--- src/source/rmii_pkg.sv ---
/* Constants of the RMII port for lane and word widths, frame format,
   CRC-32 parameters and buffer sizes */
package rmii_pkg;

    ////////////////////////////////////////
    // RMII lane and user words
    ////////////////////////////////////////
    localparam int DIBIT_W         = 2;
    localparam int BYTE_W          = 8;
    // Bit 8 flags the last byte of a frame
    localparam int WORD_W          = 9;
    localparam int DIBITS_PER_BYTE = 4;

    ////////////////////////////////////////
    // Frame format
    ////////////////////////////////////////
    localparam logic [DIBIT_W-1:0] PREAMBLE_DIBIT = 2'b01;
    localparam logic [DIBIT_W-1:0] SFD_DIBIT      = 2'b11;

    localparam int FCS_BYTES       = 4;
    // Counted with the FCS included
    localparam int MIN_FRAME_BYTES = 64;

    ////////////////////////////////////////
    // Reflected CRC-32
    ////////////////////////////////////////
    localparam int CRC_W = 32;

    localparam logic [CRC_W-1:0] CRC_POLY    = 32'hEDB8_8320;
    localparam logic [CRC_W-1:0] CRC_INIT    = 32'hFFFF_FFFF;
    // Register left behind by a good frame with its FCS
    localparam logic [CRC_W-1:0] CRC_RESIDUE = 32'hDEBB_20E3;

    ////////////////////////////////////////
    // Buffers
    ////////////////////////////////////////
    localparam int BUFFER_DEPTH   = 2048;
    localparam int BUFFER_ADDR_W  = 11;

    localparam int TX_QUEUE_DEPTH = 16;
    localparam int TX_ADDR_W      = 4;

endpackage

--- src/source/rmii_transmit_shipper.sv ---
/* Transmit queue and byte to dibit shifter of the RMII port */
`timescale 1ns/10ps

module rmii_transmit_shipper import rmii_pkg::*;
(
    input   wire                    clock,
    input   wire                    arst_n,
    input   wire    [WORD_W-1:0]    transmit_data,
    input   wire                    transmit_data_enable,

    output  logic   [DIBIT_W-1:0]   rmii_transmit_data,
    output  logic                   rmii_transmit_data_valid
);

logic   [WORD_W-1:0]    queue   [TX_QUEUE_DEPTH];
logic   [TX_ADDR_W:0]   queue_write;
logic   [TX_ADDR_W:0]   queue_read;
logic   [WORD_W-1:0]    queue_head;
logic                   queue_empty;
logic                   queue_full;
logic                   push;

logic   [BYTE_W-1:0]    shift_reg;
logic   [1:0]           dibit_count;
logic                   active;
logic                   word_last;
logic                   byte_end;
logic                   load;

////////////////////////////////////////
// Queue
////////////////////////////////////////
assign  queue_head  =   queue[queue_read[TX_ADDR_W-1:0]];
assign  queue_empty =   (queue_write == queue_read);
assign  queue_full  =   (queue_write == {~queue_read[TX_ADDR_W], queue_read[TX_ADDR_W-1:0]});
assign  push        =   transmit_data_enable && !queue_full;

assign  byte_end    =   active && (dibit_count == DIBITS_PER_BYTE - 1);
// Back to back bytes except after a frame's last byte
assign  load        =   !queue_empty && (!active || (byte_end && !word_last));

always_ff @(posedge clock or negedge arst_n) begin
    if (!arst_n) begin
        queue_write                 <= '0;
        queue_read                  <= '0;
        dibit_count                 <= '0;
        active                      <= 1'b0;
        rmii_transmit_data_valid    <= 1'b0;
    end else begin
        if (push) begin
            queue_write <= queue_write + 1'b1;
        end
        if (load) begin
            queue_read <= queue_read + 1'b1;
        end

        rmii_transmit_data_valid <= active;
        if (load) begin
            active      <= 1'b1;
            dibit_count <= '0;
        end else if (active) begin
            dibit_count <= dibit_count + 2'd1;
            if (byte_end) begin
                active <= 1'b0;
            end
        end
    end
end

always_ff @(posedge clock) begin
    if (push) begin
        queue[queue_write[TX_ADDR_W-1:0]] <= transmit_data;
    end
    if (active) begin
        rmii_transmit_data <= shift_reg[DIBIT_W-1:0];
    end
    if (load) begin
        shift_reg <= queue_head[BYTE_W-1:0];
        word_last <= queue_head[WORD_W-1];
    end else if (active) begin
        shift_reg <= shift_reg >> DIBIT_W;
    end
end

endmodule

--- config.mk ---
export PLATFORM = sky130hd
export DESIGN_NAME = rmii_transmit_shipper
export DESIGN_NICKNAME = d
export VERILOG_FILES = /design/src/source/rmii_pkg.sv /design/src/source/rmii_transmit_shipper.sv
export SDC_FILE = /design/constraint.sdc
export NUM_CORES = 1
export LEC_CHECK = 0
export BUFFER_PORTS_ARGS = -buffer_cell sky130_fd_sc_hd__buf_2
export CAP_MARGIN = 20
export CORE_MARGIN = 2
export CORE_UTILIZATION = 50
export CTS_BUF_LIST = sky130_fd_sc_hd__clkbuf_2 sky130_fd_sc_hd__clkbuf_4 sky130_fd_sc_hd__clkbuf_8
export CTS_CLUSTER_SIZE = 25
export DETAILED_ROUTE_END_ITERATION = 10
export HOLD_SLACK_MARGIN = 0.08
export PLACE_DENSITY = 0.7
export SLEW_MARGIN = 40
export SYNTH_ARGS = -nofsm -noshare
export SYNTH_HDL_FRONTEND = slang
export SYNTH_SLANG_ARGS = --single-unit
--- constraint.sdc ---
create_clock -name clock -period 3.32 [get_ports clock]
set_clock_uncertainty 0.2 [all_clocks]
set_input_delay 0.664 -clock clock [delete_from_list [all_inputs] [get_ports clock]]
set_output_delay 0.664 -clock clock [all_outputs]
set_load 0.05 [all_outputs]
==> metrics.txt, run 1 <==
Peak VDD IR between 0.3 and 0.4 mV; CTS Buffer Depth 2; hpwl dp 8119 um; cell depth of the worst setup path 6; syn avg cell area 19.33 um^2; global-route track usage on met2 30.08%; Port-buffer cells 14; pwr/cell area ~830 nW/um^2; worst-skew pair later-pin latency roughly 0.44 ns; #FFs+latches synth 169; endpoints failing hold 0; Register Area 5006 um^2; final setup fails 0; post-cts resize count 0; ANT cells 0; share of cells above drive strength 1 23.06%; row count between 40 and 50; crit path buf inv count 1; Netlist cell types 29; post-route ant nets 0; most frequent cells in the layout edfxtp_1, nor2_1, buf_4, mux4_2, clkbuf_8; slowest stage cell, crit path a2111oi_0; gpl congestion 0.8066; post-synthesis sequential area ratio around 74%; Area growth syn-to-layout 11.30%; num ports 15; worst r2r src queue_read[0]; crit end category flip-flop; Critical Path AT between 2 and 3 ns; largest fanout on the critical path 27; routing usage on met1 27.18%; clk slew on worst S/H paths 0.09 ns; crit start category flip-flop; Overflow after GRT 0; Worst Setup Path Type reg -> reg; CTS tree yes; setup TNS 0 ns; fin crit share 79.21%; worst slew pin tran roughly 0.82 ns; Layout Nets between 400 and 500; area used by multi-input combinational logic 1613 um^2; DRT Pass-1 Iters 4; R2R Setup Slk between 0.6 and 0.7 ns; antenna violations before repair 0; Hold WS 0.3006 ns; core area between 10000 and 15000 um^2; CTS Root Cell clkbuf_8; vias in the first global route 3307; family with the most delay on the worst path compound AO/OA/AOI/OAI gates; Syn Inst Count 350; CP peak stage delay 0.75 ns; WL/cell ~22 um; vias per std cell 5.614; Fmax 380.3 MHz; Die Area 14480 um^2; Die X-Extent 120.3 um; Slew Limit Fails 0; Static Leak about 2.5 nW; CP Cell Sequence buf_4 -> nand2b_1 -> a211oi_1 -> a2111oi_0 -> a21oi_1 -> a21oi_1; crit path from queue_read[0]; Largest register FFs roughly 140; clock tree sinks between 150 and 200; Setup crit end shift_reg[4]; Post-Synthesis Cell Area between 6000 and 7000 um^2; first-pass GRT wire length 20000 um; relative slew slack 44.08%; status completed; RSZ-0062 raised after global routing false; largest net degree at the start of global routing 34; Die Ht ~120 um; R2R cell count 6; GRT Util Overall 19.43%; vias around 3200; DRC viols 0; MaxCap Viol Count 0; most frequent CP cell a21oi_1; Initial Util 51.09%; CTS buffer count 17; Final min period 2.630 ns; Mapped Nets between 300 and 400; final WL 12690 um; Worst Path Required 3.42 ns; H-tree depth 4; Global Route met3 Usage 4.811%; worst hold path class reg -> reg; Warnings, synthesis 0; drt first-iter violations 294; busiest grt layer met2; most common cell after layout, fill and taps aside edfxtp_1; reg2reg end shift_reg[4]; FILL cells 1020
==> metal layers <==
metal,wire length (um),part of all wire [%]
met3,667,5.3
met1,5608,44
met2,6233,49
met4,179,1.4
met5,0,0
==> cells in the mapped netlist, drive strengths merged <==
library cell,n,area (um^2)
edfxtp,155,4654
mux4,30,724.5
nor2,19,71.32
dfrtp,14,350.3
a21oi,13,65.06
buf,13,106.4
nor2b,13,81.33
xnor2,11,96.34
mux2,10,112.6
mux2i,9,90.09
nand2,9,33.78
a211oi,7,52.55
a2111oi,6,52.55
clkbuf,6,22.52
ha,6,75.07
inv,6,22.52
nand4,5,31.28
nor3,5,25.02
nand2b,3,18.77
o211a,2,20.02
o21a,2,15.01
o21ai,2,10.01
xor2,2,17.52
a21o,1,7.510
a22o,1,8.760
==> worst min-delay path by stage <==
| stage | start | end | slack (ns) | cells after the start |
|---|---|---|---|---|
| 3_3_place_gp | active | rmii_transmit_data_valid | 0.28 | 0 |
| 6_report | queue_write[4] | queue_write[4] | 0.30 | 1 |
| 4_1_cts | queue_write[4] | queue_write[4] | 0.31 | 1 |
| 5_1_grt | shift_reg[0] | rmii_transmit_data[0] | 0.32 | 0 |
| 3_5_place_dp | shift_reg[1] | rmii_transmit_data[1] | 0.29 | 0 |
| 2_1_floorplan | arst_n | active | 0.17 | 0 |
==> cell type report <==
cell class              count  share of cell area [%]
well taps                 176                   2.925
clock buffers              17                   3.107
flip-flops and latches    169                   66.48
clock inverters            15                   2.110
multi-input cells         156                   21.42
repair buffers             36                   3.656
inverters                   6                  0.2991
==> report_power, final <==
group	switching (mW)	internal [mW]	total [mW]
sequential	0.247	2.69	2.94
combinational	0.994	0.885	1.88
clock	0.699	0.728	1.43
total	1.94	4.31	6.25
==> through the flow <==
step | total power [mW] | util, % | setup WS, ns | cell area (um^2) | std cells
finish | 6.248 | 56.86 | 0.6903 | 7530 | 575
floorplan | 4.350 | - | 0.8091 | 6765 | 350
detailed placement | 4.889 | 53.81 | 0.7311 | 7126 | 542
CTS | 6.319 | 56.85 | 0.6921 | 7528 | 575
global route | 6.598 | 56.86 | 0.4958 | 7530 | 575
global placement | 4.834 | 53.79 | 0.5865 | 7123 | 542
==> cells by family after synthesis <==
logic type                 synth area share (%)
AOI/OAI and AO/OA                         3.421
adders and majority gates                 1.110
muxes                                     13.70
DFF                                       73.98
and+or+nand+nor                           3.865
buffers and inverters                     2.238
xor gates and xnor gates                  1.683
==> what timing repair did <==
action | 4_1_cts | 5_1_grt
hold endpoints to repair | 14 | 0
setup buffers | 0 | 0
hold buffers | 1 | 0
Power figures use the tool's default switching activity.
==> run 2: changes to the inputs <==
ABC_AREA = 1   (was unset)
PLACE_DENSITY = 0.72   (was 0.7)
clock period = 2.35 ns   (was 3.32 ns; I/O delays follow)
==> run 2 against run 1 <==
Compared with the run above: design area increased by 9.0%; non-clock buffer count grew 14; register-to-register slack worse by 0.48 ns; sequential share of layout area down 5.5 points; largest power group unchanged.
==> metrics.txt, run 2 <==
post-cts resize count 0; Non-Filler Instances 961; largest net degree at the start of global routing 56; row count 44; CTS Buffer Depth 2; Fmax between 400 and 500 MHz; worst r2r src queue_write[0]; R2R Setup Slk 0.21 ns; Overflow after GRT 0; pwr/cell area 1110 nW/um^2; crit path from queue_write[0]; worst slew pin tran 0.5340 ns; Simple-Gate Fraction of Synth Area 20.78%; DRT Pass-1 Iters 5; Die Area 15870 um^2; reg2reg end queue[3][2]; Die Ht 126.0 um; count leader, synth nand2_1; RSZ-0062 raised after global routing false; largest area contributor in the netlist edfxtp_1; drt first-iter violations 541; Area contributors post-synth edfxtp_1, nand2_1, inv_1; switch share between 30% and 40%; Initial Util 51.20%; first-pass GRT wire length 25860 um; adder-cell share of the synthesized area under 10%; GRT Util Overall 21.45%; number of flops mapped to enable cells by yosys ~160; Peak VDD IR between 0.5 and 0.6 mV; CTS Root Cell clkbuf_8; CTS buffer count 17; Die X-Extent between 100 and 150 um; Main synth FF type edfxtp_1; compound-cell area share of the yosys netlist under 10%; H-tree depth 4; vias in the first global route 4957; crit start category flip-flop; most frequent cells in the layout nand2_1, edfxtp_1, inv_1, nand3_1, nor2_1; final WL 15990 um; DRC viols 0; Worst Path Required 2.34 ns; syn avg cell area 10.24 um^2; Worst Setup Path Type reg -> reg; Area growth syn-to-layout 10.27%; ys async rst share 8.284%; combinational share of power 35.7%; Slew Limit Fails 0; Setup crit end queue[3][2]; Yosys top cell area share 62.55%; worst hold path class in -> reg; endpoints failing hold 0; status completed; Int Pwr 5.586 mW; Layout Nets approximately 800; Port-buffer cells 14; ANT cells 0; vias 5016; part of the total power dissipated in the clock network between 20% and 30%; fin crit share 91.02%; hpwl dp about 10000 um; xor/xnor share of the synthesized area between 1 and 1.5%; Syn Inst Count roughly 730; #FFs+latches synth 169; synth cell count leaders nand2_1, edfxtp_1, inv_1; setup TNS 0 ns; final setup fails 0; clock tree sinks 169; post-route ant nets 0; most common cell after layout, fill and taps aside nand2_1; antenna violations before repair 0; Static Leak 3.574 nW; Final min period 2.139 ns; FILL cells 1226; Mapped Nets 745; MaxCap Viol Count 0; mux cell area share after synthesis 0%; main combinational cell family by area after synthesis simple AND/OR/NAND/NOR gates; relative slew slack 64.40%; Netlist cell types 28; Net Sw Power 3.525 mW; Largest register FFs about 140; CTS tree yes; clk slew on worst S/H paths 0.08 ns; Critical Path AT 2.13 ns; core area 14530 um^2; Sequential Power Share 43.1%; num ports 15; Warnings, synthesis 0; gpl congestion 0.9290; WL/cell 16.64 um; crit end category flip-flop; Post-Synthesis Cell Area 7441 um^2; post-synthesis sequential area ratio 67.26%; largest fanout on the critical path 8; share of cells above drive strength 1 11.84%; vias per std cell about 5.2; postcts setup bufs 0; number of cells after detailed placement 930; R2R cell count 10; worst-skew pair later-pin latency around 0.48 ns; hold bufs inserted after CTS 1
==> run 2: final cells by class <==
cell class	instances	area, um^2	area share, %
well taps	184	230.2	2.806
inverters	112	422.9	5.154
clock inverters	12	121.4	1.479
multi-input cells	416	1828	22.28
clock buffers	18	241.5	2.943
flip-flops and latches	169	5006	61.01
repair buffers	50	355.3	4.331
==> run 2: stage by stage <==
stage	hold slack (ns)	power (mW)	util [%]	setup slack [ns]	cell area [um^2]
after global routing	0.1878	9.684	56.46	0.05774	8205
after global placement	0.1857	7.118	53.89	0.3073	7833
after CTS	0.1534	9.125	56.46	0.2259	8205
after detailed placement	0.1949	7.204	53.89	0.2773	7833
after floorplan	-0.02559	6.329	-	0.1996	7441
final	0.1684	9.111	56.46	0.2110	8205
==> run 2: routing by layer <==
metal / wire length [um] / part of all wire [%] / GRT usage [%]
met5: 0 / 0 / 0
met4: 466 / 2.9 / 9.502
met2: 7605 / 48 / 34.12
met3: 1068 / 6.7 / 5.353
met1: 6851 / 43 / 28.15
==> run 2: cell families (layout without fill, tap and decap cells) <==
family	Yosys count	count (layout)
adder cells (fa/ha/maj)	6	6
buffers and inverters	142	192
XOR/XNOR	9	9
flip-flops	169	169
AND/OR/NAND/NOR	377	377
AO/OA/AOI/OAI	24	24
==> run 2: power by group through the flow <==
stage                     Combinational, mW  Clock, mW  Sequential [mW]
after floorplan                        2.31          0             4.02
after global placement                 3.15          0             3.97
after detailed placement               3.21          0             3.99
after CTS                              3.23       1.97             3.92
after global routing                   3.64       2.08             3.96
final                                  3.25       1.94             3.92
==> run 2: worst max-delay path, stage by stage, from the launching register on <==
cell	delay, ns
dfrtp_1	0.45
inv_1	0.16
nand2_1	0.07
nand2_1	0.11
nor2_4	0.05
nand3_1	0.09
nand2_2	0.13
inv_4	0.14
nand2_1	0.11
nor2_1	0.16
buf_4	0.19
==> run 2: worst min-delay path by stage <==
stage / start / slack (ns) / end / cells after the start
after CTS: transmit_data_enable / 0.15 / queue_write[3] / 4
after floorplan: arst_n / -0.03 / active / 0
final: transmit_data_enable / 0.17 / queue_write[3] / 4
after detailed placement: arst_n / 0.19 / queue_write[1] / 1
after global placement: arst_n / 0.19 / queue_write[4] / 1
after global routing: transmit_data_enable / 0.19 / queue_write[3] / 4
