File: config.mk
export PLATFORM = sky130hd
export DESIGN_NAME = rmii_frame_decoder_flat
export DESIGN_NICKNAME = d
export VERILOG_FILES = /design/src/source/rmii_pkg.sv /design/src/source/rx_byte_if.sv /design/src/source/rmii_frame_decoder.sv /design/src/flat_wrapper.sv
export SDC_FILE = /design/constraint.sdc
export NUM_CORES = 1
export LEC_CHECK = 0
export BUFFER_PORTS_ARGS = -buffer_cell sky130_fd_sc_hd__buf_4
export CELL_PAD_IN_SITES_DETAIL_PLACEMENT = 0
export CELL_PAD_IN_SITES_GLOBAL_PLACEMENT = 2
export CORE_MARGIN = 2
export CORE_UTILIZATION = 40
export DETAILED_ROUTE_END_ITERATION = 10
export PLACE_DENSITY_LB_ADDON = 0.05
export SYNTH_ARGS = -nofsm -noshare
export SYNTH_HDL_FRONTEND = slang
export SYNTH_SLANG_ARGS = --single-unit
File: constraint.sdc
create_clock -name clock -period 2.1 [get_ports clock]
set_clock_uncertainty 0.15 [all_clocks]
set_input_delay 0 -clock clock [delete_from_list [all_inputs] [get_ports clock]]
set_output_delay 0 -clock clock [all_outputs]
set_load 0.05 [all_outputs]
File: src/source/rmii_pkg.sv
/* Constants of the RMII port for lane and word widths, frame format,
   CRC-32 parameters and buffer sizes */
package rmii_pkg;

    ////////////////////////////////////////
    // RMII lane and user words
    ////////////////////////////////////////
    localparam int DIBIT_W         = 2;
    localparam int BYTE_W          = 8;
    // Bit 8 flags the last byte of a frame
    localparam int WORD_W          = 9;
    localparam int DIBITS_PER_BYTE = 4;

    ////////////////////////////////////////
    // Frame format
    ////////////////////////////////////////
    localparam logic [DIBIT_W-1:0] PREAMBLE_DIBIT = 2'b01;
    localparam logic [DIBIT_W-1:0] SFD_DIBIT      = 2'b11;

    localparam int FCS_BYTES       = 4;
    // Counted with the FCS included
    localparam int MIN_FRAME_BYTES = 64;

    ////////////////////////////////////////
    // Reflected CRC-32
    ////////////////////////////////////////
    localparam int CRC_W = 32;

    localparam logic [CRC_W-1:0] CRC_POLY    = 32'hEDB8_8320;
    localparam logic [CRC_W-1:0] CRC_INIT    = 32'hFFFF_FFFF;
    // Register left behind by a good frame with its FCS
    localparam logic [CRC_W-1:0] CRC_RESIDUE = 32'hDEBB_20E3;

    ////////////////////////////////////////
    // Buffers
    ////////////////////////////////////////
    localparam int BUFFER_DEPTH   = 2048;
    localparam int BUFFER_ADDR_W  = 11;

    localparam int TX_QUEUE_DEPTH = 16;
    localparam int TX_ADDR_W      = 4;

endpackage

File: src/source/rx_byte_if.sv
/* Byte stream from the RMII frame decoder to the FCS checker */
`timescale 1ns/10ps

interface rx_byte_if import rmii_pkg::*;
();

    logic   [BYTE_W-1:0]    data;
    logic                   valid;
    logic                   first;
    logic                   last;
    // Only ever together with last
    logic                   error;

    modport source (
        output  data,
        output  valid,
        output  first,
        output  last,
        output  error
    );

    modport sink (
        input   data,
        input   valid,
        input   first,
        input   last,
        input   error
    );

endinterface

File: src/source/rmii_frame_decoder.sv
/* RMII receive decoder with preamble and delimiter hunt, dibit to byte
   assembly and frame end marking */
`timescale 1ns/10ps

module rmii_frame_decoder import rmii_pkg::*;
(
    input   wire                    clock,
    input   wire                    arst_n,
    input   wire    [DIBIT_W-1:0]   rmii_receive_data,
    input   wire                    rmii_receive_data_enable,
    input   wire                    rmii_receive_data_error,

    rx_byte_if.source               rx_bytes
);

logic                   in_frame;
logic                   preamble_seen;
logic   [1:0]           dibit_count;
logic                   error_seen;
logic                   held_valid;
logic                   held_first;
logic                   first_pending;
logic   [BYTE_W-1:0]    shift_reg;
logic   [BYTE_W-1:0]    held_byte;
logic   [BYTE_W-1:0]    assembled;
logic                   byte_done;
logic                   frame_end;

assign  assembled   =   {rmii_receive_data, shift_reg[BYTE_W-1:DIBIT_W]};
assign  byte_done   =   in_frame && rmii_receive_data_enable &&
                        (dibit_count == DIBITS_PER_BYTE - 1);
// Carrier dropped while inside a frame
assign  frame_end   =   in_frame && !rmii_receive_data_enable;

////////////////////////////////////////
// Frame tracking and output strobes
////////////////////////////////////////
always_ff @(posedge clock or negedge arst_n) begin
    if (!arst_n) begin
        in_frame        <= 1'b0;
        preamble_seen   <= 1'b0;
        dibit_count     <= '0;
        error_seen      <= 1'b0;
        held_valid      <= 1'b0;
        held_first      <= 1'b0;
        first_pending   <= 1'b0;
        rx_bytes.valid  <= 1'b0;
        rx_bytes.first  <= 1'b0;
        rx_bytes.last   <= 1'b0;
        rx_bytes.error  <= 1'b0;
    end else begin
        // The held byte leaves when the next one completes or at frame end
        rx_bytes.valid  <= (byte_done && held_valid) || frame_end;
        rx_bytes.first  <= ((byte_done && held_valid) || frame_end) && held_first;
        rx_bytes.last   <= frame_end;
        rx_bytes.error  <= frame_end &&
                           (error_seen || (dibit_count != 2'd0) || !held_valid);

        if (!in_frame) begin
            if (rmii_receive_data_enable) begin
                if (rmii_receive_data == SFD_DIBIT && preamble_seen) begin
                    in_frame        <= 1'b1;
                    dibit_count     <= '0;
                    error_seen      <= 1'b0;
                    held_valid      <= 1'b0;
                    held_first      <= 1'b0;
                    first_pending   <= 1'b1;
                end
                preamble_seen <= (rmii_receive_data == PREAMBLE_DIBIT);
            end else begin
                preamble_seen <= 1'b0;
            end
        end else if (rmii_receive_data_enable) begin
            dibit_count <= dibit_count + 2'd1;
            if (rmii_receive_data_error) begin
                error_seen <= 1'b1;
            end
            if (byte_done) begin
                held_valid      <= 1'b1;
                held_first      <= first_pending;
                first_pending   <= 1'b0;
            end
        end else begin
            in_frame        <= 1'b0;
            preamble_seen   <= 1'b0;
            held_valid      <= 1'b0;
        end
    end
end

// Dibits land least significant first
always_ff @(posedge clock) begin
    if (in_frame && rmii_receive_data_enable) begin
        shift_reg <= assembled;
    end
    if (byte_done) begin
        held_byte <= assembled;
    end
    rx_bytes.data <= held_byte;
end

endmodule

File: src/flat_wrapper.sv
// flat-port wrapper written by rule: the top's interface ports become plain ports
module rmii_frame_decoder_flat import rmii_pkg::*;
  (clock, arst_n, rmii_receive_data, rmii_receive_data_enable, rmii_receive_data_error, rx_bytes_data, rx_bytes_valid, rx_bytes_first, rx_bytes_last, rx_bytes_error);
  rx_byte_if rx_bytes_i ();
  input   wire clock;
  input   wire arst_n;
  input   wire    [DIBIT_W-1:0] rmii_receive_data;
  input   wire rmii_receive_data_enable;
  input   wire rmii_receive_data_error;
  output wire logic [$bits(rx_bytes_i.data)-1:0] rx_bytes_data;
  output wire logic [$bits(rx_bytes_i.valid)-1:0] rx_bytes_valid;
  output wire logic [$bits(rx_bytes_i.first)-1:0] rx_bytes_first;
  output wire logic [$bits(rx_bytes_i.last)-1:0] rx_bytes_last;
  output wire logic [$bits(rx_bytes_i.error)-1:0] rx_bytes_error;
  assign rx_bytes_data = rx_bytes_i.data;
  assign rx_bytes_valid = rx_bytes_i.valid;
  assign rx_bytes_first = rx_bytes_i.first;
  assign rx_bytes_last = rx_bytes_i.last;
  assign rx_bytes_error = rx_bytes_i.error;
  rmii_frame_decoder u_core (.clock(clock), .arst_n(arst_n), .rmii_receive_data(rmii_receive_data), .rmii_receive_data_enable(rmii_receive_data_enable), .rmii_receive_data_error(rmii_receive_data_error), .rx_bytes(rx_bytes_i));
endmodule
==> flow_summary.json, run 1 <==
{
  "outcome": "finished clean",
  "grtUsageTotal": 0.122,
  "drt_iter0_drc": 7,
  "arrival_ns": 1.43,
  "drv_cap": 0,
  "ys_seq_area_frac": 0.787,
  "cts_sinks": 34,
  "num_vias": 605,
  "power_frac_clock": 0.287,
  "power_frac_seq": 0.637,
  "drv_slew": 0,
  "setup_tns_ns": 0,
  "power_frac_comb": 0.076,
  "drc": 0,
  "setup_viol": 0,
  "cp-start-kind": "flip-flop",
  "dieArea_sq_um": 3240,
  "design.core.area_sq_um": 2710,
  "min-delay-start": "u_core.held_byte[0]",
  "cts_buffers": 5,
  "nets": 106,
  "min_period_ns": 1.59,
  "slew_headroom": 0.625,
  "grt_pass1_wl_um": 2770,
  "cts_root_buffer": "clkbuf_4",
  "r2r_start": "u_core.dibit_count[0]",
  "clk_path_buf_depth": 2,
  "rsz0062_at_grt": "no",
  "start_util": 0.413,
  "ir_drop_uv": 663,
  "holdPathEnd": "u_core.rx_bytes.data[0]",
  "die-height_um": 56.9,
  "cts-htree-levels": 2,
  "r2r_cells": 2,
  "ctsHoldBuffers": 6,
  "synth_area_sq_um": 1120,
  "clk_latency_ns": 0.33,
  "cp.required_ns": 1.94,
  "layout_common_cells": "17 x buf_4, 14 x edfxtp_1, 12 x dfrtp_1, 8 x dfxtp_1, 6 x dlygate4sd3_1",
  "cp-end-kind": "flip-flop",
  "powerDensity_nw_per_um2": 844,
  "hold_violations": 0,
  "regToRegSetupSlack_ns": 0.51,
  "postCtsSetupBuffers": 0,
  "detailed_place_hpwl_um": 1050,
  "yosysWarnings": 0,
  "p_leak_nw": 0.601,
  "layout-area-overhead-vs-synth_pct": 22.1,
  "diodes": 0,
  "syn_nets": 79,
  "fmax_mhz": 628,
  "drive_above_1_share": 0.253,
  "worst_slew_pin_slew_ns": 0.561,
  "power.internal_w": 0.000885,
  "clk_pin_slew_ns": 0.10,
  "grt_max_degree": 13,
  "avgSynthCellArea_sq_um": 15.8,
  "drt_pass1_iterations": 4,
  "hold_depth": 0,
  "io_buffers": 17,
  "globalplace.congestion": 0.707,
  "timing.hold.ws_ns": 0.198,
  "grt_pass1_vias": 607,
  "n_fill_cell": 241,
  "wl_um": 1610,
  "io_pins": 18,
  "die_w_um": 56.9,
  "ys_types": 24,
  "antenna_found_initial": 0,
  "ys_ff_latch": 34,
  "r2r-end": "u_core.held_byte[1]",
  "ctsResizeCount": 0,
  "layout_commonest_cell": "buf_4",
  "rows": 19,
  "hp-class": "flip-flop to flip-flop",
  "cts_tree": "built",
  "gr-total-overflow": 0,
  "power_switching_w": 0.000270,
  "sw_frac_of_total": 0.234,
  "crit_type": "flip-flop to flip-flop",
  "via_per_inst": 4.65,
  "period_share": 0.758,
  "critPathMaxFanout": 9,
  "wl_per_cell_um": 12.4,
  "syn_inst": 71,
  "detail-route-antenna-nets": 0
}
[critical path, cell delays in order (launching register included)]
cell     delay (ns)
dfrtp_1        0.41
ha_1           0.24
and3_1         0.45
[stage by stage]
stage                     power, W   util  setup slack [ns]  instance area, sq um  instances
after floorplan           0.000802      -             0.708                  1120         71
after global placement    0.000828  0.464             0.537                  1260        116
after detailed placement  0.000831  0.464             0.524                  1260        116
after CTS                  0.00117  0.505             0.514                  1370        130
after global routing       0.00123  0.505             0.410                  1370        130
final                      0.00115  0.505             0.508                  1370        130
[cells by family (layout without fill, tap and decap cells)]
kind of cell,after synthesis,after routing,synth area share
buffers and inverters,8,36,0.0436
AO/OA/AOI/OAI,12,12,0.0738
flip-flops,34,34,0.787
adder cells (fa/ha/maj),2,2,0.0223
AND/OR/NAND/NOR,15,15,0.0737
[routing by layer]
metal  part of all wire  vias up  track usage
li1                   -      302            -
met1               0.48      277        0.148
met2               0.42       19        0.169
met3              0.074        7       0.0760
met4              0.026        0       0.0598
met5                  0        -            0
[power groups by stage]
stage / clock, W / sequential [W] / combinational (W)
2_1_floorplan: 0 / 0.000747 / 0.0000554
3_3_place_gp: 0 / 0.000748 / 0.0000807
3_5_place_dp: 0 / 0.000750 / 0.0000813
4_1_cts: 0.000348 / 0.000735 / 0.0000905
5_1_grt: 0.000388 / 0.000741 / 0.0000994
6_report: 0.000332 / 0.000735 / 0.0000875
[cells in the mapped netlist (all sizes together)]
cell type | n | area, sq um
a21oi | 4 | 20.0
edfxtp | 14 | 420
and3 | 2 | 12.5
a221o | 1 | 10.0
buf | 3 | 30.0
nor2 | 4 | 15.0
o21ai | 1 | 5.00
o2bb2ai | 1 | 8.76
a21o | 1 | 7.51
inv | 5 | 18.8
and4 | 1 | 8.76
nand2 | 3 | 11.3
a311oi | 1 | 8.76
o21bai | 1 | 7.51
a31oi | 1 | 6.26
a22o | 1 | 8.76
dfxtp | 8 | 160
and2 | 2 | 15.0
ha | 2 | 25.0
nor2b | 2 | 12.5
dfrtp | 12 | 300
nor3b | 1 | 7.51
[worst max-delay path by stage]
| stage | slack (ns) | to | startpoint | cells past startpoint |
|---|---|---|---|---|
| after floorplan | 0.71 | u_core.held_byte[0] | u_core.dibit_count[0] | 2 |
| after global placement | 0.54 | u_core.held_byte[7] | u_core.dibit_count[0] | 2 |
| after detailed placement | 0.52 | u_core.held_byte[7] | u_core.dibit_count[0] | 2 |
| after CTS | 0.51 | u_core.held_byte[1] | u_core.dibit_count[0] | 2 |
| after global routing | 0.41 | u_core.held_byte[3] | u_core.dibit_count[0] | 2 |
| final | 0.51 | u_core.held_byte[1] | u_core.dibit_count[0] | 2 |
[final cells by class]
cell class / instances / area [sq um] / area share
clock buffer: 6 / 41.3 / 0.0302
clock inverter: 2 / 10.0 / 0.00732
inverter: 5 / 18.8 / 0.0137
multi-input combinational: 29 / 190 / 0.139
sequential: 34 / 881 / 0.644
tap: 31 / 38.8 / 0.0284
timing repair buffer: 23 / 188 / 0.137
(Power assumes the default switching activity.)
==> inputs of run 2 (changes only) <==
--- a/config.mk
+++ b/config.mk
@@ -9,7 +9,7 @@
 export CELL_PAD_IN_SITES_DETAIL_PLACEMENT = 0
 export CELL_PAD_IN_SITES_GLOBAL_PLACEMENT = 2
 export CORE_MARGIN = 2
-export CORE_UTILIZATION = 40
+export CORE_UTILIZATION = 37
 export DETAILED_ROUTE_END_ITERATION = 10
 export PLACE_DENSITY_LB_ADDON = 0.05
 export SYNTH_ARGS = -nofsm -noshare
==> constraint.sdc (replaced) <==
create_clock -name clock -period 1.5 [get_ports clock]
set_clock_uncertainty 0.15 [all_clocks]
set_input_delay 0 -clock clock [delete_from_list [all_inputs] [get_ports clock]]
set_output_delay 0 -clock clock [all_outputs]
set_load 0.05 [all_outputs]
==> run 2 against run 1 <==
Wire length is 0.19% lower. Highest routed layer unchanged. Global-route usage is 0.75 points lower. Combinational power is 70% higher. Register-to-register slack worse by 0.34 ns. Design area is 3.5% higher. Clock-buffer cell count stayed put. Core utilization hardly changed. Via count is 5.3% higher. Setup slack worse by 0.34 ns. Non-clock buffer count is 3 higher. Critical path depth stayed put.
==> flow_summary.json, run 2 (same netlist as run 1, synthesis figures left out) <==
{
  "nets": 109,
  "drive_above_1_share": 0.275,
  "cts-htree-levels": 2,
  "dieArea_sq_um": 3480,
  "wl_um": 1610,
  "sw_frac_of_total": 0.209,
  "diodes": 0,
  "r2r_start": "u_core.dibit_count[1]",
  "drt_pass1_iterations": 4,
  "design.core.area_sq_um": 2810,
  "cts_root_buffer": "clkbuf_4",
  "power.internal_w": 0.00142,
  "antenna_found_initial": 0,
  "p_leak_nw": 0.624,
  "hp-class": "flip-flop to flip-flop",
  "io_buffers": 17,
  "grt_pass1_vias": 592,
  "hold_depth": 0,
  "die_w_um": 59.0,
  "slew_headroom": 0.632,
  "io_pins": 18,
  "power_frac_clock": 0.348,
  "critPathMaxFanout": 9,
  "clk_path_buf_depth": 2,
  "layout_commonest_cell": "buf_4",
  "power_switching_w": 0.000375,
  "drc": 0,
  "regToRegSetupSlack_ns": 0.16,
  "finalNonFillerCells": 133,
  "drv_cap": 0,
  "setup_viol": 0,
  "rsz0062_at_grt": "no",
  "start_util": 0.399,
  "clk_latency_ns": 0.32,
  "path_cells": "ha_1 -> and3_2",
  "rows": 19,
  "layout_common_cells": "20 x buf_4, 14 x edfxtp_1, 12 x dfrtp_1, 8 x dfxtp_1, 6 x dlygate4sd3_1",
  "cp-start-kind": "flip-flop",
  "detailed_place_hpwl_um": 1060,
  "hold_violations": 0,
  "grtUsageTotal": 0.114,
  "powerDensity_nw_per_um2": 1270,
  "power_frac_comb": 0.083,
  "gr-total-overflow": 0,
  "clk_pin_slew_ns": 0.10,
  "r2r-end": "u_core.held_byte[3]",
  "globalplace.congestion": 0.715,
  "grt_max_degree": 13,
  "grt_pass1_wl_um": 2680,
  "drv_slew": 0,
  "crit_type": "flip-flop to flip-flop",
  "num_vias": 637,
  "outcome": "finished clean",
  "fmax_mhz": 748,
  "period_share": 0.891,
  "max_stage_delay_ns": 0.39,
  "cts_tree": "built",
  "worst_slew_pin_slew_ns": 0.550,
  "die-height_um": 59.0,
  "layout-area-overhead-vs-synth_pct": 26.4,
  "min-delay-start": "u_core.held_byte[6]",
  "detail-route-antenna-nets": 0,
  "arrival_ns": 1.21,
  "cts_sinks": 34,
  "ir_drop_uv": 630,
  "drt_iter0_drc": 14,
  "wl_per_cell_um": 12.1,
  "min_period_ns": 1.34,
  "cp.required_ns": 1.37,
  "cp-end-kind": "flip-flop",
  "setup_tns_ns": 0,
  "crit_path_top_delay_cell": "dfrtp_1",
  "holdPathEnd": "u_core.rx_bytes.data[6]",
  "cts_buffers": 5,
  "via_per_inst": 4.79,
  "power_frac_seq": 0.569,
  "dp.cells": 119,
  "r2r_cells": 2
}
[run 2: cell types whose count changed in the layout (fill, tap and decap cells not counted), sizes merged]
cell,change
buf,+3
bufinv,+1
clkinv,-1
[run 2: final cells by class]
type,count,area [sq um]
clock inverters,2,33.8
clock buffers,6,41.3
repair buffers,26,210
flip-flops and latches,34,881
fillers,258,1390
multi-input cells,29,191
inverters,5,18.8
well taps,31,38.8
[run 2: power groups by stage]
stage,clock (W),combinational (W),sequential [W]
floorplan,0,0.0000776,0.00105
global placement,0,0.000137,0.00104
detailed placement,0,0.000139,0.00104
CTS,0.000655,0.000151,0.00102
global route,0.000705,0.000173,0.00103
finish,0.000626,0.000149,0.00102
[run 2: metrics by stage]
step           hold slack (ns)  setup WS (ns)  total power [W]  utilization  area [sq um]
6_report                 0.201          0.163          0.00180        0.504          1420
3_3_place_gp            -0.303         0.0901          0.00118        0.456          1280
5_1_grt                  0.211         0.0873          0.00191        0.504          1420
4_1_cts                  0.203         0.0231          0.00183        0.504          1410
2_1_floorplan           -0.446          0.108          0.00112            -          1120
3_5_place_dp            -0.300         0.0370          0.00118        0.456          1280
[run 2: layer usage]
layer | routed length, um | vias up | part of all wire | global-route usage
met1 | 770 | 307 | 0.48 | 0.146
met5 | 0 | - | 0 | 0
li1 | - | 305 | - | -
met2 | 703 | 23 | 0.44 | 0.144
met3 | 117 | 2 | 0.073 | 0.0721
met4 | 17 | 0 | 0.011 | 0.0682
[run 2: repair_timing]
action / CTS / global route
resized for setup: 0 / 1
hold buffers: 6 / 0
endpoints found under the setup margin: 0 / 8
setup buffers: 0 / 0
endpoints found under the hold margin: 26 / 0
[run 2: worst max path at each step]
stage | from | end | slack, ns | depth (start not counted)
after floorplan | u_core.dibit_count[0] | u_core.held_byte[0] | 0.11 | 2
after global placement | u_core.dibit_count[1] | u_core.held_byte[0] | 0.09 | 2
after detailed placement | u_core.dibit_count[1] | u_core.held_byte[2] | 0.04 | 2
after CTS | u_core.dibit_count[1] | u_core.held_byte[3] | 0.02 | 2
after global routing | u_core.dibit_count[1] | u_core.held_byte[1] | 0.09 | 2
final | u_core.dibit_count[1] | u_core.held_byte[3] | 0.16 | 2
[run 2: critical path, delay by kind of cell, from the launching register on]
family | cells | cell delay [ns]
AND/OR/NAND/NOR | 1 | 0.31
adder cells (fa/ha/maj) | 1 | 0.17
flip-flops | 1 | 0.39
==> inputs of run 3 (changes only) <==
--- a/config.mk
+++ b/config.mk
@@ -8,7 +8,7 @@
 export BUFFER_PORTS_ARGS = -buffer_cell sky130_fd_sc_hd__buf_4
 export CELL_PAD_IN_SITES_DETAIL_PLACEMENT = 0
 export CELL_PAD_IN_SITES_GLOBAL_PLACEMENT = 2
-export CORE_MARGIN = 2
+export CORE_MARGIN = 1
 export CORE_UTILIZATION = 37
 export DETAILED_ROUTE_END_ITERATION = 10
 export PLACE_DENSITY_LB_ADDON = 0.05
==> run 3 against run 2 <==
The run now ends with DRC left. Fmax fell by 0.78%. Flip-flop and latch count unchanged. Worst hold slack lost 0.0079 ns. Total power decreased by 10%. Critical path type unchanged. Critical endpoint is now u_core.held_byte[1]. Largest power group unchanged.
==> flow_summary.json, run 3 (same netlist as run 1, synthesis figures left out) <==
{
  "wl_um": 1620,
  "io_pins": 18,
  "hold_violations": 0,
  "drive_above_1_share": 0.277,
  "rsz0062_at_grt": "no",
  "antenna_found_initial": 0,
  "p_leak_nw": 0.611,
  "power_frac_seq": 0.635,
  "cp-start-kind": "flip-flop",
  "grt_pass1_wl_um": 2710,
  "cts-htree-levels": 2,
  "via_per_inst": 4.78,
  "drc": 2,
  "drt_pass1_iterations": 6,
  "cts_root_buffer": "clkbuf_4",
  "clk_pin_slew_ns": 0.10,
  "rows": 19,
  "cpLargestDelayFamily": "flip-flops",
  "globalplace.congestion": 0.715,
  "die-height_um": 57.0,
  "fin_ws_ns": 0.153,
  "io_buffers": 17,
  "dieArea_sq_um": 3250,
  "grt_max_degree": 13,
  "path_buf_inv": 0,
  "drv_cap": 0,
  "postCtsSetupBuffers": 0,
  "start_util": 0.399,
  "layout-area-overhead-vs-synth_pct": 23.6,
  "outcome": "finished, violations left",
  "wl_per_cell_um": 12.2,
  "violations": "DRC",
  "fmax_mhz": 742,
  "grtUsageTotal": 0.120,
  "cts_sinks": 34,
  "stdcell_area_sq_um": 1380,
  "power_frac_comb": 0.080,
  "slew_headroom": 0.615,
  "design.core.area_sq_um": 2810,
  "crit_type": "flip-flop to flip-flop",
  "sw_frac_of_total": 0.232,
  "n_fill_cell": 255,
  "drv_slew": 0,
  "max_stage_delay_ns": 0.40,
  "hp-class": "flip-flop to flip-flop",
  "worst_slew_pin_slew_ns": 0.576,
  "cts_tree": "built",
  "grt_pass1_vias": 589,
  "die_w_um": 57.0,
  "cp-end-kind": "flip-flop",
  "utilization": 0.493,
  "place_area_sq_um": 1270,
  "powerDensity_nw_per_um2": 1170,
  "cp.required_ns": 1.37,
  "detailed_place_hpwl_um": 1060,
  "arrival_ns": 1.22,
  "diodes": 0,
  "nets": 108,
  "clk_path_buf_depth": 2,
  "dp_slack_ns": 0.0272,
  "cts_buffers": 5,
  "layout_commonest_cell": "buf_4",
  "crit_path_top_delay_cell": "dfrtp_1",
  "clk_latency_ns": 0.33,
  "ir_drop_uv": 449,
  "power_switching_w": 0.000375,
  "detail-route-antenna-nets": 0,
  "timing.hold.ws_ns": 0.193,
  "min_period_ns": 1.35,
  "drt_iter0_drc": 18,
  "gr-total-overflow": 0,
  "path_cells": "ha_1 -> and3_2",
  "power.internal_w": 0.00124,
  "period_share": 0.898,
  "power_frac_clock": 0.285,
  "critPathMaxFanout": 9,
  "layout_common_cells": "19 x buf_4, 14 x edfxtp_1, 12 x dfrtp_1, 8 x dfxtp_1, 6 x dlygate4sd3_1",
  "num_vias": 631,
  "setup_viol": 0,
  "setup_tns_ns": 0
}
## run 3: changes by cell type in the layout (fill, tap and decap cells not counted)
cell	delta
buf_4	-1
clkinv_1	-1
clkinv_2	+2
bufinv_16	-1
## run 3: what timing repair did
item | in CTS | in global routing
endpoints found under the setup margin | 0 | 8
gates resized for setup | 0 | 1
hold buffers | 6 | 0
endpoints found under the hold margin | 26 | 0
## run 3: layout make-up
type,count,area (sq um),area share
Multi-Input combinational cell,29,191,0.138
Inverter,5,18.8,0.0136
Clock buffer,6,41.3,0.0298
Sequential cell,34,881,0.637
Tap cell,31,38.8,0.0280
Clock inverter,2,10.0,0.00723
Timing Repair Buffer,25,203,0.146
## run 3: path summary, 6_finish.rpt
kind                                       start  depth (start not counted)  slack [ns]                 endpoint
setup / recovery           u_core.dibit_count[0]                          2        0.15      u_core.held_byte[1]
hold / removal               u_core.held_byte[1]                          0        0.19  u_core.rx_bytes.data[1]
setup reg to reg           u_core.dibit_count[0]                          2        0.15      u_core.held_byte[1]
hold reg to reg              u_core.held_byte[1]                          0        0.19  u_core.rx_bytes.data[1]
max in group asynchronous                 arst_n                          3        0.23    u_core.rx_bytes.valid
min in group asynchronous                 arst_n                          3        0.58     u_core.first_pending
## run 3: worst register-to-register path, delay by kind of cell (launching register included)
family / cells / cell delay (ns)
AND/OR/NAND/NOR: 1 / 0.31
flip-flops: 1 / 0.40
adder cells (fa/ha/maj): 1 / 0.18
## run 3: per-stage QoR
| step | instances | power, W |
|---|---|---|
| global placement | 118 | 0.00116 |
| finish | 132 | 0.00162 |
| CTS | 132 | 0.00165 |
| floorplan | 71 | 0.00112 |
| detailed placement | 118 | 0.00117 |
| global route | 132 | 0.00171 |
## run 3: power groups by stage
| stage | registers, W | clock network [W] | logic, W |
|---|---|---|---|
| detailed placement | 0.00105 | 0 | 0.000121 |
| global route | 0.00103 | 0.000531 | 0.000150 |
| floorplan | 0.00105 | 0 | 0.0000776 |
| CTS | 0.00103 | 0.000488 | 0.000133 |
| finish | 0.00103 | 0.000460 | 0.000130 |
| global placement | 0.00105 | 0 | 0.000119 |
## run 3: routing by layer
layer	vias to the layer above	share of wire	GRT usage
met5	-	0	0
met4	0	0.029	0.0836
met3	6	0.065	0.0612
met2	20	0.43	0.158
met1	298	0.48	0.153
li1	307	-	-
